**config.mk**
```make
export PLATFORM = sky130hd
export DESIGN_NAME = pong_link_top
export DESIGN_NICKNAME = d
export VERILOG_FILES = /design/src/pong_link_pkg.sv /design/src/i2c_byte_master.sv /design/src/i2c_bus_arbiter.sv /design/src/ball_frame_sender.sv /design/src/score_frame_sender.sv /design/src/pong_link_top.sv
export SDC_FILE = /design/constraint.sdc
export NUM_CORES = 1
export LEC_CHECK = 0
export BUFFER_PORTS_ARGS = -buffer_cell sky130_fd_sc_hd__clkbuf_2
export CAP_MARGIN = 20
export CORE_MARGIN = 1
export CORE_UTILIZATION = 64
export CTS_BUF_LIST = sky130_fd_sc_hd__clkbuf_8
export DETAILED_ROUTE_END_ITERATION = 10
export HOLD_SLACK_MARGIN = 0.05
export PLACE_DENSITY = 0.92
export SLEW_MARGIN = 20
export SYNTH_ARGS = -nofsm -noshare
export SYNTH_HDL_FRONTEND = slang
export SYNTH_SLANG_ARGS = --single-unit
```
**constraint.sdc**
```tcl
create_clock -name clk -period 4.5 [get_ports clk]
set_input_delay 0 -clock clk [delete_from_list [all_inputs] [get_ports clk]]
set_output_delay 0 -clock clk [all_outputs]
set_load 0.03 [all_outputs]
```
**src/pong_link_pkg.sv**
```systemverilog
package pong_link_pkg;

    // 7-bit target address 0x55 plus the write bit
    localparam logic [7:0] link_addr = 8'haa;

    // tag byte sent right after the address
    typedef enum logic [7:0] {
        frame_ball  = 8'h01,
        frame_score = 8'h02
    } frame_kind_t;

    // data bytes after the tag
    localparam int ball_payload_len  = 6;
    localparam int score_payload_len = 1;

    // which sender holds the byte master
    typedef enum logic [1:0] {
        owner_none,
        owner_ball,
        owner_score
    } owner_t;

endpackage

```
**src/i2c_byte_master.sv**
```systemverilog
module i2c_byte_master #(
    parameter int clk_div = 4
) (
    input  logic       clk,
    input  logic       reset,
    input  logic       start,
    input  logic       stop,
    input  logic       i2c_en,
    input  logic [7:0] tx_data,
    input  logic       sda_in,
    output logic       ready,
    output logic       tx_done,
    output logic       nack,
    output logic       scl,
    output logic       sda_low
);

    localparam int cnt_w = $clog2(clk_div);

    typedef enum logic [2:0] {
        idle,
        start_cond,
        data_bit,
        ack_bit,
        stop_cond
    } state_t;

    state_t state;
    logic [cnt_w-1:0] q_cnt;
    logic [1:0] phase;      // quarter within the current bit
    logic [2:0] bit_cnt;
    logic [7:0] shift;
    logic ack_seen;
    logic tick;

    assign tick = (q_cnt == cnt_w'(clk_div - 1));  // last clk of a quarter

    always_ff @(posedge clk or posedge reset) begin
        if (reset) begin
            state    <= idle;
            q_cnt    <= '0;
            phase    <= '0;
            bit_cnt  <= '0;
            ack_seen <= 1'b0;
            ready    <= 1'b1;
            tx_done  <= 1'b0;
            nack     <= 1'b0;
            scl      <= 1'b1;
            sda_low  <= 1'b0;
        end else begin
            tx_done <= 1'b0;
            nack    <= 1'b0;
            if (state == idle) begin
                q_cnt <= '0;
                phase <= '0;
                if (i2c_en) begin
                    ready <= 1'b0;
                    if (start) begin
                        state   <= start_cond;
                        sda_low <= 1'b1;     // sda falls while scl high
                    end else if (stop) begin
                        state   <= stop_cond;
                        scl     <= 1'b0;
                        sda_low <= 1'b1;
                    end else begin
                        state   <= data_bit;
                        bit_cnt <= '0;
                        scl     <= 1'b0;
                        sda_low <= ~tx_data[7];  // msb first
                    end
                end
            end else begin
                q_cnt <= tick ? '0 : q_cnt + 1'b1;
                if (tick) begin
                    phase <= phase + 2'd1;
                    case (state)
                        start_cond: begin
                            if (phase == 2'd0) begin
                                scl <= 1'b0;
                            end else begin
                                state <= idle;
                                ready <= 1'b1;
                            end
                        end
                        data_bit: begin
                            case (phase)
                                2'd0: scl <= 1'b1;
                                2'd2: scl <= 1'b0;
                                2'd3: begin
                                    if (bit_cnt == 3'd7) begin
                                        state   <= ack_bit;
                                        sda_low <= 1'b0;  // let the target drive ack
                                    end else begin
                                        bit_cnt <= bit_cnt + 3'd1;
                                        sda_low <= ~shift[6];
                                    end
                                end
                                default: ;
                            endcase
                        end
                        ack_bit: begin
                            case (phase)
                                2'd0: scl <= 1'b1;
                                2'd1: ack_seen <= sda_in;  // scl high midpoint
                                2'd2: scl <= 1'b0;
                                2'd3: begin
                                    state   <= idle;
                                    ready   <= 1'b1;
                                    tx_done <= 1'b1;
                                    nack    <= ack_seen;
                                end
                            endcase
                        end
                        stop_cond: begin
                            case (phase)
                                2'd0: scl <= 1'b1;
                                2'd1: sda_low <= 1'b0;   // sda rises while scl high
                                default: begin
                                    state <= idle;
                                    ready <= 1'b1;
                                end
                            endcase
                        end
                        default: state <= idle;
                    endcase
                end
            end
        end
    end

    // byte shifter, loaded on a data command
    always_ff @(posedge clk) begin
        if (state == idle && i2c_en && !start && !stop) begin
            shift <= tx_data;
        end else if (state == data_bit && tick && phase == 2'd3) begin
            shift <= {shift[6:0], 1'b0};
        end
    end

endmodule

```
**src/i2c_bus_arbiter.sv**
```systemverilog
module i2c_bus_arbiter (
    input  logic       clk,
    input  logic       reset,
    input  logic       ball_start,
    input  logic       ball_stop,
    input  logic       ball_en,
    input  logic [7:0] ball_data,
    output logic       ball_ready,
    input  logic       score_start,
    input  logic       score_stop,
    input  logic       score_en,
    input  logic [7:0] score_data,
    output logic       score_ready,
    output logic       m_start,
    output logic       m_stop,
    output logic       m_en,
    output logic [7:0] m_data,
    input  logic       m_ready
);

    pong_link_pkg::owner_t owner;
    logic stop_pending;     // stop accepted, waiting for ready

    always_ff @(posedge clk or posedge reset) begin
        if (reset) begin
            owner        <= pong_link_pkg::owner_none;
            stop_pending <= 1'b0;
        end else if (owner == pong_link_pkg::owner_none) begin
            if (m_ready) begin
                if (ball_start && ball_en) begin  // ball wins a tie
                    owner <= pong_link_pkg::owner_ball;
                end else if (score_start && score_en) begin
                    owner <= pong_link_pkg::owner_score;
                end
            end
        end else if (stop_pending && m_ready) begin
            owner        <= pong_link_pkg::owner_none;
            stop_pending <= 1'b0;
        end else if (m_stop && m_en && m_ready) begin
            stop_pending <= 1'b1;
        end
    end

    always_comb begin
        m_start = 1'b0;
        m_stop  = 1'b0;
        m_en    = 1'b0;
        m_data  = 8'h00;
        case (owner)
            pong_link_pkg::owner_ball: begin
                m_start = ball_start;
                m_stop  = ball_stop;
                m_en    = ball_en;
                m_data  = ball_data;
            end
            pong_link_pkg::owner_score: begin
                m_start = score_start;
                m_stop  = score_stop;
                m_en    = score_en;
                m_data  = score_data;
            end
            default: ;
        endcase
    end

    // non-owner keeps seeing ready and waits in its start state
    assign ball_ready  = (owner == pong_link_pkg::owner_ball) ? m_ready : 1'b1;
    assign score_ready = (owner == pong_link_pkg::owner_score) ? m_ready : 1'b1;

endmodule

```
**src/ball_frame_sender.sv**
```systemverilog
module ball_frame_sender (
    input  logic       clk,
    input  logic       reset,
    input  logic       send_trigger,
    input  logic [9:0] ball_y,
    input  logic [7:0] ball_vy,
    input  logic [1:0] gravity_step,
    input  logic       collision,
    input  logic       lose,
    input  logic       ready,
    output logic       start,
    output logic       stop,
    output logic       i2c_en,
    output logic [7:0] tx_data,
    output logic       frame_done
);

    localparam int last_idx = 1 + pong_link_pkg::ball_payload_len;
    localparam int pay_w = $clog2(pong_link_pkg::ball_payload_len);

    typedef enum logic [2:0] {
        idle,
        start_wait,
        wait_ready,
        send_byte,
        stop_wait,
        done_wait,
        hold_done
    } state_t;

    state_t state, state_next;
    logic [3:0] byte_idx, idx_next;  // 0 addr, 1 tag, then payload
    logic [pay_w-1:0] pay_idx;
    logic [7:0] payload [pong_link_pkg::ball_payload_len];

    always_ff @(posedge clk or posedge reset) begin
        if (reset) begin
            state    <= idle;
            byte_idx <= '0;
        end else begin
            state    <= state_next;
            byte_idx <= idx_next;
        end
    end

    // ball state snapshot on the trigger
    always_ff @(posedge clk) begin
        if (state == idle && send_trigger) begin
            payload[0] <= {ball_y[9:8], 6'b0};
            payload[1] <= ball_y[7:0];
            payload[2] <= ball_vy;
            payload[3] <= {6'b0, gravity_step};
            payload[4] <= {7'b0, collision};
            payload[5] <= {7'b0, lose};
        end
    end

    assign pay_idx = pay_w'(byte_idx - 4'd2);

    always_comb begin
        case (byte_idx)
            4'd0: tx_data = pong_link_pkg::link_addr;
            4'd1: tx_data = pong_link_pkg::frame_ball;
            default: tx_data = (byte_idx <= 4'(last_idx)) ? payload[pay_idx] : 8'h00;
        endcase
    end

    always_comb begin
        state_next = state;
        idx_next   = byte_idx;
        start      = 1'b0;
        stop       = 1'b0;
        i2c_en     = 1'b0;
        frame_done = 1'b0;
        case (state)
            idle: begin
                idx_next = '0;
                if (send_trigger) begin
                    start      = 1'b1;
                    i2c_en     = 1'b1;
                    state_next = start_wait;
                end
            end
            start_wait: begin
                start  = 1'b1;
                i2c_en = 1'b1;
                if (!ready) state_next = wait_ready;  // held here until granted
            end
            wait_ready: begin
                if (ready) begin
                    state_next = (byte_idx > 4'(last_idx)) ? stop_wait : send_byte;
                end
            end
            send_byte: begin
                i2c_en = 1'b1;
                if (!ready) begin
                    idx_next   = byte_idx + 4'd1;
                    state_next = wait_ready;
                end
            end
            stop_wait: begin
                stop   = 1'b1;
                i2c_en = 1'b1;
                if (!ready) state_next = done_wait;
            end
            done_wait: begin
                if (ready) state_next = hold_done;
            end
            hold_done: begin
                frame_done = 1'b1;
                if (!send_trigger) state_next = idle;
            end
            default: state_next = idle;
        endcase
    end

endmodule

```
**src/score_frame_sender.sv**
```systemverilog
module score_frame_sender (
    input  logic       clk,
    input  logic       reset,
    input  logic       score_update,
    input  logic [6:0] score,
    input  logic       lose,
    input  logic       ready,
    output logic       start,
    output logic       stop,
    output logic       i2c_en,
    output logic [7:0] tx_data,
    output logic       score_done
);

    localparam int last_idx = 1 + pong_link_pkg::score_payload_len;

    typedef enum logic [2:0] {
        idle,
        start_wait,
        wait_ready,
        send_byte,
        stop_wait,
        done_wait
    } state_t;

    state_t state, state_next;
    logic [1:0] byte_idx, idx_next;
    logic pending;
    logic [7:0] score_byte;

    always_ff @(posedge clk or posedge reset) begin
        if (reset) begin
            state    <= idle;
            byte_idx <= '0;
            pending  <= 1'b0;
        end else begin
            state    <= state_next;
            byte_idx <= idx_next;
            if (state == idle && pending) begin
                pending <= 1'b0;              // frame starts now
            end else if (state == idle && score_update) begin
                pending <= 1'b1;
            end
        end
    end

    // updates during a frame are dropped
    always_ff @(posedge clk) begin
        if (state == idle && score_update) score_byte <= {lose, score};
    end

    always_comb begin
        case (byte_idx)
            2'd0: tx_data = pong_link_pkg::link_addr;
            2'd1: tx_data = pong_link_pkg::frame_score;
            default: tx_data = score_byte;
        endcase
    end

    always_comb begin
        state_next = state;
        idx_next   = byte_idx;
        start      = 1'b0;
        stop       = 1'b0;
        i2c_en     = 1'b0;
        score_done = 1'b0;
        case (state)
            idle: begin
                idx_next = '0;
                if (pending) begin
                    start      = 1'b1;
                    i2c_en     = 1'b1;
                    state_next = start_wait;
                end
            end
            start_wait: begin
                start  = 1'b1;
                i2c_en = 1'b1;
                if (!ready) state_next = wait_ready;
            end
            wait_ready: begin
                if (ready) begin
                    state_next = (byte_idx > 2'(last_idx)) ? stop_wait : send_byte;
                end
            end
            send_byte: begin
                i2c_en = 1'b1;
                if (!ready) begin
                    idx_next   = byte_idx + 2'd1;
                    state_next = wait_ready;
                end
            end
            stop_wait: begin
                stop   = 1'b1;
                i2c_en = 1'b1;
                if (!ready) state_next = done_wait;
            end
            done_wait: begin
                if (ready) begin
                    score_done = 1'b1;  // single cycle
                    state_next = idle;
                end
            end
            default: state_next = idle;
        endcase
    end

endmodule

```
**src/pong_link_top.sv**
```systemverilog
module pong_link_top #(
    parameter int clk_div = 4
) (
    input  logic       clk,
    input  logic       reset,
    input  logic       send_trigger,
    input  logic [9:0] ball_y,
    input  logic [7:0] ball_vy,
    input  logic [1:0] gravity_step,
    input  logic       collision,
    input  logic       lose,
    input  logic       score_update,
    input  logic [6:0] score,
    input  logic       sda_in,
    output logic       frame_done,
    output logic       score_done,
    output logic       nack,
    output logic       scl,
    output logic       sda_low
);

    logic       ball_start, ball_stop, ball_en, ball_ready;
    logic [7:0] ball_data;
    logic       score_start, score_stop, score_en, score_ready;
    logic [7:0] score_data;
    logic       m_start, m_stop, m_en, m_ready;
    logic [7:0] m_data;

    ball_frame_sender i_ball (
        .clk          (clk),
        .reset        (reset),
        .send_trigger (send_trigger),
        .ball_y       (ball_y),
        .ball_vy      (ball_vy),
        .gravity_step (gravity_step),
        .collision    (collision),
        .lose         (lose),
        .ready        (ball_ready),
        .start        (ball_start),
        .stop         (ball_stop),
        .i2c_en       (ball_en),
        .tx_data      (ball_data),
        .frame_done   (frame_done)
    );

    score_frame_sender i_score (
        .clk          (clk),
        .reset        (reset),
        .score_update (score_update),
        .score        (score),
        .lose         (lose),
        .ready        (score_ready),
        .start        (score_start),
        .stop         (score_stop),
        .i2c_en       (score_en),
        .tx_data      (score_data),
        .score_done   (score_done)
    );

    i2c_bus_arbiter i_arb (
        .clk         (clk),
        .reset       (reset),
        .ball_start  (ball_start),
        .ball_stop   (ball_stop),
        .ball_en     (ball_en),
        .ball_data   (ball_data),
        .ball_ready  (ball_ready),
        .score_start (score_start),
        .score_stop  (score_stop),
        .score_en    (score_en),
        .score_data  (score_data),
        .score_ready (score_ready),
        .m_start     (m_start),
        .m_stop      (m_stop),
        .m_en        (m_en),
        .m_data      (m_data),
        .m_ready     (m_ready)
    );

    i2c_byte_master #(
        .clk_div (clk_div)
    ) i_master (
        .clk     (clk),
        .reset   (reset),
        .start   (m_start),
        .stop    (m_stop),
        .i2c_en  (m_en),
        .tx_data (m_data),
        .sda_in  (sda_in),
        .ready   (m_ready),
        .tx_done (),         // senders pace on ready alone
        .nack    (nack),
        .scl     (scl),
        .sda_low (sda_low)
    );

endmodule

```
======== After elaboration in Yosys (flattened, before gate mapping) ========
Memories as Yosys holds them, arrays and structs flattened.
Index checks and enable logic that the tools add are counted.
storage, ports and cells
  register bits after elaboration ......... 46
  bits in writable memories ............... 48
  output and inout port bits .............. 5
  memories ................................ 1
memory list
  memory          depth  width  read ports  clocked after memory_dff  wr ports  line                     text
  i_ball.payload  6      8      1           0                         6         ball_frame_sender.sv:34  logic [7:0] payload [pong_link_pkg::ball_payload_len];
operators by class
  $add $sub $neg .......................... 6
  $lt $le $gt $ge ......................... 3
  eq/ne operators ......................... 52
  muxes and demuxes ....................... 103
  bitwise operators ....................... 4
  reduce and logical (&&, ||, !) cells .... 52
operators with widths
  operator                                                               count
  3-bit 2-to-1 mux                                                       31
  8-bit one-hot mux with 2 select lines                                  3
  1-bit 2-to-1 mux                                                       39
  2-bit != test, second input constant                                   11
  3-bit equality test, second input constant                             7
  7-bit AND reduction                                                    3
  2-bit 2-to-1 mux                                                       10
  3-bit by 2-bit equality test with 1-bit output, second input constant  6
  1-bit one-hot mux with 2 select lines                                  9
  3-bit one-hot mux with 6 select lines                                  1
  2-bit nonzero test                                                     9
  3-bit by 1-bit != test with 1-bit output, second input constant        5
  3-bit one-hot mux with 5 select lines                                  1
  7-bit 2-to-1 mux                                                       2
  2-bit by 1-bit != test with 1-bit output, second input constant        7
  1-bit logical AND                                                      13
  3-bit one-hot mux with 4 select lines                                  1
  6-bit AND reduction                                                    2
  5-bit AND reduction                                                    2
  3-bit by 1-bit equality test with 1-bit output, second input constant  3
  3-bit logical NOT                                                      3
  3-bit by 2-bit != test with 1-bit output, second input constant        3
  2-bit equality test, second input constant                             4
  8-bit 2-to-1 mux                                                       1
  26 further kinds                                                       44

======== Depth between registers and ports, before layout ========
Gate-level depths: netlist of the first run.
An unclocked memory read counts as a cell.
  word-level depth ........................ 10
  gate-level depth with buffers ........... 9

======== Modules after synthesis ========
Synthesis of the first run repeated with hierarchy kept, for this count alone.
unflattened totals
  cells, all modules ...................... 367
  area, all modules ....................... 3911.3 µm²
by module, submodules not included
  module              instances  cells each  area each (µm²)  seq. area each (µm²)
  ball_frame_sender   1          122         1455.1           835.8
  i2c_byte_master     1          130         1360.1           613.1
  score_frame_sender  1          66          710.7            390.4
  i2c_bus_arbiter     1          49          385.4            75.1

======== Least setup slack after synthesis of the first run ========
Ideal clock, no wire load.
  path type ............................... reg2reg
  start ................................... register i_ball.state[1]
  end ..................................... memory i_ball.payload[0][6] (enable)
  arrival ................................. 2265 ps
  data required time ...................... 4071 ps
  path slack .............................. 1806 ps
  cell stages (with the launch flop) ...... 4
  buffers on the path ..................... 2
  clock period less this slack ............ 2694 ps
  path through ............................ dfrtp_1 > buf_6 > clkbuf_1 > nor3_1
RTL lines
  what                    line                     text
  from (decl)             ball_frame_sender.sv:31  state_t state, state_next;
  from (signal assigned)  ball_frame_sender.sv:38  state <= idle;
  from (signal assigned)  ball_frame_sender.sv:41  state <= state_next;
  to (decl)               ball_frame_sender.sv:34

======== Worst setup path in the final report of the first run ========
  start ................................... register i_ball.byte_idx[0]
  end ..................................... register i_master.shift[5], data pin
on the way
  word-level cells in the longest chain between the ends .. 6
  elaborated cells between the ends (all ways) .. 9
  classes of those cells .................. add/sub (1); order compare (1); eq/ne (1); mux (4); reduce/logical (1); memory (1)
ends and longest elaborated chain
  what                                         line                     text
  from (decl)                                  ball_frame_sender.sv:32  logic [3:0] byte_idx, idx_next;
  from (signal assigned)                       ball_frame_sender.sv:42  byte_idx <= idx_next;
  3-bit by 2-bit subtractor with 3-bit output  ball_frame_sender.sv:58  assign pay_idx = pay_w'(byte_idx - 4'd2);
  memory read 6 x 8 bit                        -
  8-bit 2-to-1 mux                             ball_frame_sender.sv:64  default: tx_data = (byte_idx <= 4'(last_idx)) ? payload[pay_idx] : 8'h00;
  8-bit one-hot mux with 2 select lines *      ball_frame_sender.sv:61  case (byte_idx)
  8-bit one-hot mux with 2 select lines *      i2c_bus_arbiter.sv:49    case (owner)
  7-bit 2-to-1 mux *                           i2c_byte_master.sv:133   if (state == idle && i2c_en && !start && !stop) begin
  to (signal assigned)                         i2c_byte_master.sv:134   shift <= tx_data;
  to (signal assigned)                         i2c_byte_master.sv:136   shift <= {shift[6:0], 1'b0};
  to (decl)                                    i2c_byte_master.sv:32    logic [7:0] shift;
Every way passes the cells marked *; elsewhere a longest branch is shown, timed or not.
A chain may end at the register's enable or synchronous reset.

==> out/metrics.yaml, run 1 <==
die:
  io_pins: 39
  num_rows: 27
  core_area_um2: 5470
  initial_utilization: 0.661
  die_x_um: 77.2
  die_h_um: 77.2
  dieArea_um2: 5960
cts:
  clkSlewWorstSetupHoldPaths_ns: 0.08
  clockBufferDepth: 2
  root_buffer: "clkbuf_8"
  cts-htree-levels: 3
  clk_latency_ns: 0.35
  numCtsBuffers: 9
  cts.sinks: 68
  cts_tree: "built"
  ctsResizeCount: 0
timing:
  whs_ns: 0.253
  max_freq_mhz: 406
  period_share: 0.547
  period_minus_slack_ns: 2.46
  report.final.slew_viol_count: 0
  hold_viol: 0
  skew_ns: 0.0126
  relSlewSlack: 0.511
  fin_tns_setup_ns: 0
  rsz0062_at_grt: "no"
  worst_pin_slew_ns: 0.723
  setup_viol: 0
  finalWorstSetupSlack_ns: 2.04
setup_path:
  cpMaxStageDelayCell: "o41ai_1"
  end_kind: "flop"
  crit_required_ns: 4.61
  path_buf_inv: 1
  r2r_start: "i_ball.byte_idx[0]"
  reg2reg_depth: 5
  start_kind: "flop"
  path_cells: "inv_1, ha_1, o41ai_1, o22ai_1, mux2_4"
  cpPeakStageDelay_ns: 0.61
  r2r_slack_ns: 2.04
  cp_top_family: "compound AO/OA/AOI/OAI gates"
  worstPathMaxFanout: 11
  critical_path_arrival_ns: 2.57
  crit_type: "flop to flop"
  reg2reg_to: "i_master.shift[5]"
power:
  vdd_drop_max_mv: 0.311
  swShare: 0.222
  leakagePower_nw: 1.82
  p_seq_frac: 0.549
  p_int_w: 0.000952
  switchingPower_w: 0.000272
  clockPowerShare: 0.400
  power_w: 0.00122
  p_comb_frac: 0.051
  power_density_nw_per_um2: 282
logic_synthesis:
  synthArstFlopShare: 0.456
  yosys_warnings: 0
  synth_enable_flop_cells: 37
  netlist_instances: 338
  yosys.area.top_type: "edfxtp_1"
  syn_nets: 389
  synth-seq-cells: 68
  ys_types: 55
  seq_area_frac_synth: 0.522
  syn_area_per_cell_um2: 10.7
  synth.area.top_cells: "edfxtp_1, dfrtp_1, ha_1"
  synth_flop_cell: "edfxtp_1"
  synthDominantCellAreaShare: 0.307
  synthesis.area_um2: 3620
place:
  place_ws_ns: 2.12
  placed_area_um2: 3820
  hpwl_um: 5150
  port-buffer-count: 38
  gp_congestion: 0.858
global_routing:
  track_usage: 0.337
  grt_overflow: 0
  grt_pass1_vias: 3014
  grt_start_max_net_pins: 32
  grt_pass1_wl_um: 15000
  antenna_found_initial: 0
finish:
  mostFrequentLayoutCells: "clkbuf_2, edfxtp_1, dlygate4sd3_1"
  fin_area_um2: 4340
  antenna_cells: 0
  nets: 456
  layout_commonest_cell: "clkbuf_2"
  drive_above_1_share: 0.190
  area_delta_synth_final_pct: 19.9
worst_hold_path:
  hold_class: "primary input to async pin"
status:
  status: "complete, no violations"
drt:
  vias: 3025
  first_pass_iters: 6
  finalWirelength_um: 9220
  detail_route.iter0.violations: 264
  route.detailed.drc: 0
  ant_nets: 0
  vias_per_cell: 6.28
  wl_per_cell_um: 19.1
job:
  cap_viol_max_count: 0
-- cell type report --
type / instances / area [um2]
flip-flops and latches: 68 / 1890
multi-input cells: 235 / 1570
fillers: 313 / 1140
repair buffers: 73 / 536
clock buffers: 9 / 124
well taps: 72 / 90.1
inverters: 18 / 67.6
clock inverters: 7 / 62.6
-- power groups by stage --
| stage | clock network, W | registers (W) | logic [W] |
|---|---|---|---|
| 5_1_grt | 0.000516 | 0.000672 | 0.0000684 |
| 4_1_cts | 0.000484 | 0.000671 | 0.0000596 |
| 2_1_floorplan | 0 | 0.000681 | 0.0000212 |
| 6_report | 0.000490 | 0.000672 | 0.0000630 |
| 3_5_place_dp | 0 | 0.000684 | 0.0000371 |
| 3_3_place_gp | 0 | 0.000683 | 0.0000353 |
-- worst max path at each step --
stage                  startpoint                   end  cells past startpoint
2_1_floorplan     i_ball.state[1]  i_ball.payload[0][6]                      3
3_3_place_gp      i_ball.state[0]   i_master.bit_cnt[0]                      6
3_5_place_dp       i_arb.owner[1]     i_master.shift[4]                      7
4_1_cts        i_ball.byte_idx[0]     i_master.shift[3]                      5
5_1_grt           i_ball.state[0]   i_master.bit_cnt[0]                      6
6_report       i_ball.byte_idx[0]     i_master.shift[5]                      5
-- state kept, by name (all words and copies together), names as in the netlist, 3 cells and up --
name,count
i_score.state,3
i_master.state,3
i_ball.state,3
i_ball.byte_idx,4
i_master.bit_cnt,3
i_ball.payload,22
i_score.score_byte,8
i_master.shift,7
-- what timing repair did --
item | in CTS | in global routing
hold buffers | 33 | 0
buffers inserted | 0 | 0
endpoints found under the hold margin | 65 | 0
-- cell usage after synthesis, drive strengths merged, types with 2 or more instances --
cell     n
edfxtp  37
dfrtp   29
nand2   28
nor2    28
o21ai   28
a21oi   20
inv     18
ha      17
nor3    14
nand3   11
buf     10
mux2    10
a22o     7
clkbuf   7
nor2b    7
a31oi    6
mux2i    6
a22oi    5
nand2b   5
nand4    5
o22ai    5
and2     4
o32ai    3
a21bo    2
a21o     2
a32oi    2
dfstp    2
nor3b    2
o21bai   2
o31ai    2
-- metrics by stage --
step            util  cells
6_report       0.792    482
5_1_grt        0.792    482
3_3_place_gp   0.698    433
4_1_cts        0.792    482
3_5_place_dp   0.698    433
2_1_floorplan      -    338
-- tightest hold or removal path: cells and delay by family --
kind	cells	cell delay [ns]
buffers and inverters	4	1.02
-- metal layers --
| layer | GRT usage | part of all wire |
|---|---|---|
| met3 | 0.0667 | 0.082 |
| met4 | 0.172 | 0.037 |
| met1 | 0.408 | 0.38 |
| met5 | 0 | 0 |
| met2 | 0.568 | 0.50 |
-- kinds of logic after synthesis --
kind of cell | count (synthesis) | synth area share
flops | 68 | 0.522
buf+inv | 35 | 0.0457
simple gates | 107 | 0.147
compound gates | 94 | 0.168
mux | 16 | 0.0550
fa+ha+maj | 17 | 0.0588
xor+xnor | 1 | 0.00242
Power figures use the tool's default switching activity.
==> run 2, diff against run 1 <==
--- a/config.mk
+++ b/config.mk
@@ -8,11 +8,11 @@
 export BUFFER_PORTS_ARGS = -buffer_cell sky130_fd_sc_hd__clkbuf_2
 export CAP_MARGIN = 20
 export CORE_MARGIN = 1
-export CORE_UTILIZATION = 64
+export CORE_UTILIZATION = 55
 export CTS_BUF_LIST = sky130_fd_sc_hd__clkbuf_8
 export DETAILED_ROUTE_END_ITERATION = 10
 export HOLD_SLACK_MARGIN = 0.05
-export PLACE_DENSITY = 0.92
+export PLACE_DENSITY = 0.84
 export SLEW_MARGIN = 20
 export SYNTH_ARGS = -nofsm -noshare
 export SYNTH_HDL_FRONTEND = slang
==> constraint.sdc (replaced) <==
create_clock -name clk -period 2.13 [get_ports clk]
set_input_delay 0 -clock clk [delete_from_list [all_inputs] [get_ports clk]]
set_output_delay 0 -clock clk [all_outputs]
set_load 0.03 [all_outputs]
==> out/metrics.yaml, run 2 (synthesized netlist as in run 1, its figures left out) <==
die:
  num_rows: 29
  io_pins: 39
  dieArea_um2: 6900
  initial_utilization: 0.570
  core_area_um2: 6350
  die_h_um: 83.1
  die_x_um: 83.1
global_routing:
  grt_pass1_wl_um: 14100
  grt_overflow: 0
  grt_start_max_net_pins: 32
  track_usage: 0.262
  grt_pass1_vias: 3001
  antenna_found_initial: 0
finish:
  mostFrequentLayoutCells: "clkbuf_2, edfxtp_1, dlygate4sd3_1"
  multi_input_comb_area_um2: 1580
  post-route-util: 0.709
  largest_reg_flops: 22
  area_delta_synth_final_pct: 24.4
  fin_area_um2: 4500
  fill_cells: 432
  nets: 475
  largest-register: "i_ball.payload"
  stdcell_count: 506
  antenna_cells: 0
  largestRegisters: "i_ball.payload (22), i_score.score_byte (8), i_master.shift (7)"
  register_area_um2: 1890
  drive_above_1_share: 0.235
  layout_commonest_cell: "clkbuf_2"
job:
  cap_viol_max_count: 0
drt:
  vias: 3051
  route.detailed.drc: 0
  finalWirelength_um: 8730
  wl_per_cell_um: 17.2
  ant_nets: 0
  first_pass_iters: 5
  vias_per_cell: 6.03
  detail_route.iter0.violations: 311
timing:
  setup_viol: 0
  relSlewSlack: 0.665
  max_freq_mhz: 474
  worst_pin_slew_ns: 0.499
  period_minus_slack_ns: 2.11
  skew_ns: 0.0127
  fin_tns_setup_ns: 0
  period_share: 0.991
  report.final.slew_viol_count: 0
  hold_viol: 0
setup_path:
  crit_type: "flop to flop"
  r2r_start: "i_arb.owner[0]"
  r2r_slack_ns: 0.02
  worstPathMaxFanout: 8
  crit_start: "i_arb.owner[0]"
  start_kind: "flop"
  reg2reg_to: "i_master.shift[5]"
  end_kind: "flop"
  critical_path_arrival_ns: 2.21
  crit_required_ns: 2.23
  reg2reg_depth: 6
power:
  leakagePower_nw: 1.91
  power_density_nw_per_um2: 578
  power_w: 0.00260
  vdd_drop_max_mv: 0.535
place:
  placed_area_um2: 3960
  hpwl_um: 5470
  dp_cells: 456
  port-buffer-count: 38
  gp_congestion: 0.837
cts:
  clkSlewWorstSetupHoldPaths_ns: 0.08
  clk_latency_ns: 0.35
  cts_tree: "built"
  cts-htree-levels: 3
  numCtsBuffers: 9
  root_buffer: "clkbuf_8"
  cts.sinks: 68
  clockBufferDepth: 2
worst_hold_path:
  hold_class: "primary input to async pin"
status:
  status: "complete, no violations"
## run 2: cell types whose count changed in the layout (fill, tap and decap cells not counted), sizes merged
| cell | delta |
|---|---|
| buf | +19 |
| clkinv | +2 |
| clkinvlp | -1 |
| inv | -1 |
## run 2: worst max path at each step
| stage | cells after the start | end | slack [ns] |
|---|---|---|---|
| 3_5_place_dp | 7 | i_master.shift[1] | -0.06 |
| 6_report | 6 | i_master.shift[5] | 0.02 |
| 3_3_place_gp | 7 | i_master.shift[5] | 0.08 |
| 4_1_cts | 6 | i_master.shift[5] | 0.05 |
| 2_1_floorplan | 8 | i_master.shift[0] | 0.05 |
| 5_1_grt | 5 | i_master.shift[5] | -0.009 |
## run 2: timing repair
action / in CTS / in global routing
setup endpoints to repair: 11 / 3
endpoints found under the hold margin: 65 / 0
hold buffers: 33 / 0
cloned: 0 / 0
gates resized for setup: 1 / 2
buffers inserted: 1 / 0
## run 2: worst max-delay path, cell delays in order (launching register included)
cell and delay, ns:
dfrtp_1 0.41, ha_1 0.24, and4bb_2 0.25, a31o_2 0.24, o21ai_2 0.15, and2_4 0.24
mux2_4 0.31
## run 2: layout make-up
class | count | area share
clock inverters | 7 | 0.0153
inverters | 18 | 0.0150
clock buffers | 9 | 0.0275
repair buffers | 92 | 0.151
flip-flops and latches | 68 | 0.420
well taps | 77 | 0.0214
multi-input cells | 235 | 0.350
## run 2: stage by stage
stage               hold WS (ns)  setup slack, ns
floorplan                 0.0989           0.0507
global route               0.297         -0.00901
detailed placement        0.0832          -0.0650
global placement          0.0808           0.0770
finish                     0.254           0.0196
CTS                        0.265           0.0512
## run 2: power breakdown
group,internal (W),total [W],switching (W)
sequential,0.00141,0.00141,0.00000728
combinational,0.0000788,0.000138,0.0000593
clock,0.000538,0.00105,0.000510
total,0.00202,0.00260,0.000577
## run 2: routing by layer
layer	GRT usage	routed length, um	up-vias
met5	0	0	-
met4	0.161	407	0
met3	0.0507	551	41
met2	0.440	4370	175
met1	0.311	3400	1429
li1	-	-	1406
==> run 3, diff against run 2 <==
--- a/config.mk
+++ b/config.mk
@@ -7,6 +7,7 @@
 export LEC_CHECK = 0
 export BUFFER_PORTS_ARGS = -buffer_cell sky130_fd_sc_hd__clkbuf_2
 export CAP_MARGIN = 20
+export CORE_ASPECT_RATIO = 0.5
 export CORE_MARGIN = 1
 export CORE_UTILIZATION = 55
 export CTS_BUF_LIST = sky130_fd_sc_hd__clkbuf_8
==> constraint.sdc (replaced) <==
create_clock -name clk -period 1.9 [get_ports clk]
set_input_delay 0 -clock clk [delete_from_list [all_inputs] [get_ports clk]]
set_output_delay 0 -clock clk [all_outputs]
set_load 0.03 [all_outputs]
==> out/metrics.yaml, run 3 (synthesized netlist as in run 1, its figures left out) <==
status:
  status: "complete, but fails checks"
  violations: "negative setup slack"
power:
  p_comb_frac: 0.054
  leakagePower_nw: 2.04
  switchingPower_w: 0.000672
  p_seq_frac: 0.516
  clockPowerShare: 0.429
  swShare: 0.219
  p_int_w: 0.00240
  power_density_nw_per_um2: 634
  vdd_drop_max_mv: 0.643
  power_w: 0.00307
cts:
  clockBufferDepth: 2
  clk_latency_ns: 0.36
  root_buffer: "clkbuf_8"
  numCtsBuffers: 9
  cts.sinks: 68
  cts_tree: "built"
  cts-htree-levels: 3
  clkSlewWorstSetupHoldPaths_ns: 0.07
drt:
  finalWirelength_um: 10600
  route.detailed.drc: 0
  detail_route.iter0.violations: 476
  ant_nets: 0
  first_pass_iters: 5
  vias_per_cell: 6.26
  vias: 3398
  wl_per_cell_um: 19.6
die:
  die_h_um: 59.3
  num_rows: 20
  dieArea_um2: 6920
  io_pins: 39
  core_area_um2: 6210
  die_x_um: 117
  initial_utilization: 0.583
finish:
  nets: 501
  antenna_cells: 0
  largest-register: "i_ball.payload"
  multi_input_comb_area_um2: 1680
  register_area_um2: 1890
  layout_commonest_cell: "buf_4"
  drive_above_1_share: 0.310
  largest_reg_flops: 22
  mostFrequentLayoutCells: "buf_4, edfxtp_1, clkbuf_2"
  area_delta_synth_final_pct: 33.9
  fin_area_um2: 4840
  fill_cells: 361
  largestRegisters: "i_ball.payload (22), i_score.score_byte (8), i_master.shift (7)"
timing:
  report.final.slew_viol_count: 0
  whs_ns: 0.257
  hold_viol: 0
  worst_pin_slew_ns: 0.535
  relSlewSlack: 0.642
  setup_viol: 16
  max_freq_mhz: 478
  period_share: 1.10
  finalWorstSetupSlack_ns: -0.193
  skew_ns: 0.00514
  period_minus_slack_ns: 2.09
  rsz0062_at_grt: "yes"
place:
  hpwl_um: 5840
  gp_congestion: 0.863
  port-buffer-count: 38
  placed_area_um2: 4170
  place_ws_ns: -0.151
setup_path:
  critical_path_arrival_ns: 2.21
  cpPeakStageDelay_ns: 0.49
  r2r_slack_ns: -0.19
  end_kind: "flop"
  path_cells: "inv_2, ha_1, inv_1, o41ai_4, o22ai_1, mux2_4"
  worstPathMaxFanout: 4
  crit_type: "flop to flop"
  crit_required_ns: 2.01
  cpMaxStageDelayCell: "o41ai_4"
  start_kind: "flop"
global_routing:
  grt_start_max_net_pins: 32
  grt_pass1_wl_um: 14600
  grt_pass1_vias: 3115
  antenna_found_initial: 0
  track_usage: 0.291
  grt_overflow: 0
worst_hold_path:
  hold_class: "primary input to async pin"
job:
  cap_viol_max_count: 0
run 3: changes by cell type in the layout (fill, tap and decap cells not counted), moves of 3 or more:
cell,before,now
buf_4,21,45
inv_1,19,15
clkinvlp_4,0,3
ha_1,17,13
inv_2,0,3
run 3: area by class of cell:
class,count,area share
timing repair buffer,118,0.182
inverter,18,0.0139
clock buffer,9,0.0256
tap,88,0.0227
sequential,68,0.390
clock inverter,7,0.0189
multi-input combinational,235,0.347
run 3: worst max-delay path: cells and delay by family, from the launching register on:
| kind | cells | cell delay [ns] |
|---|---|---|
| compound gates | 2 | 0.70 |
| fa+ha+maj | 1 | 0.19 |
| buf+inv | 2 | 0.23 |
| flops | 1 | 0.43 |
| mux | 1 | 0.29 |
run 3: layer usage:
| layer | up-vias | GRT usage | routed length, um |
|---|---|---|---|
| li1 | 1466 | - | - |
| met5 | - | 0 | 0 |
| met4 | 0 | 0.108 | 485 |
| met3 | 52 | 0.103 | 975 |
| met1 | 1629 | 0.348 | 4030 |
| met2 | 251 | 0.492 | 5160 |
run 3: stage by stage:
step            util  setup TNS [ns]  instances
2_1_floorplan      -          -0.478        338
3_3_place_gp   0.672          -0.240        487
3_5_place_dp   0.672           -1.33        487
4_1_cts        0.763           -1.20        538
5_1_grt        0.781           -2.37        543
6_report       0.781           -1.81        543
run 3: worst paths after layout:
kind,startpoint,end,cells past startpoint
min reg2reg,i_master.q_cnt[0],i_master.q_cnt[0],1
min,reset,i_master.nack,4
max reg2reg,i_ball.byte_idx[1],i_master.shift[5],6
max in group asynchronous,reset,i_master.ready,4
min in group clk,ball_vy[2],i_ball.payload[2][2],2
max,i_ball.byte_idx[1],i_master.shift[5],6
run 3: power groups by stage:
| stage | Sequential (W) | Clock (W) | Combinational (W) |
|---|---|---|---|
| 4_1_cts | 0.00158 | 0.00132 | 0.000156 |
| 6_report | 0.00159 | 0.00132 | 0.000167 |
| 3_5_place_dp | 0.00161 | 0 | 0.000102 |
| 3_3_place_gp | 0.00161 | 0 | 0.0000987 |
| 5_1_grt | 0.00159 | 0.00138 | 0.000180 |
| 2_1_floorplan | 0.00161 | 0 | 0.0000514 |
run 3: timing repair:
item / 4_1_cts / 5_1_grt
setup endpoints to repair: 19 / 28
hold endpoints to repair: 65 / 0
buffers inserted: 2 / 5
resized for setup: 3 / 17
hold buffers: 33 / 0
pin swaps: 2 / 9
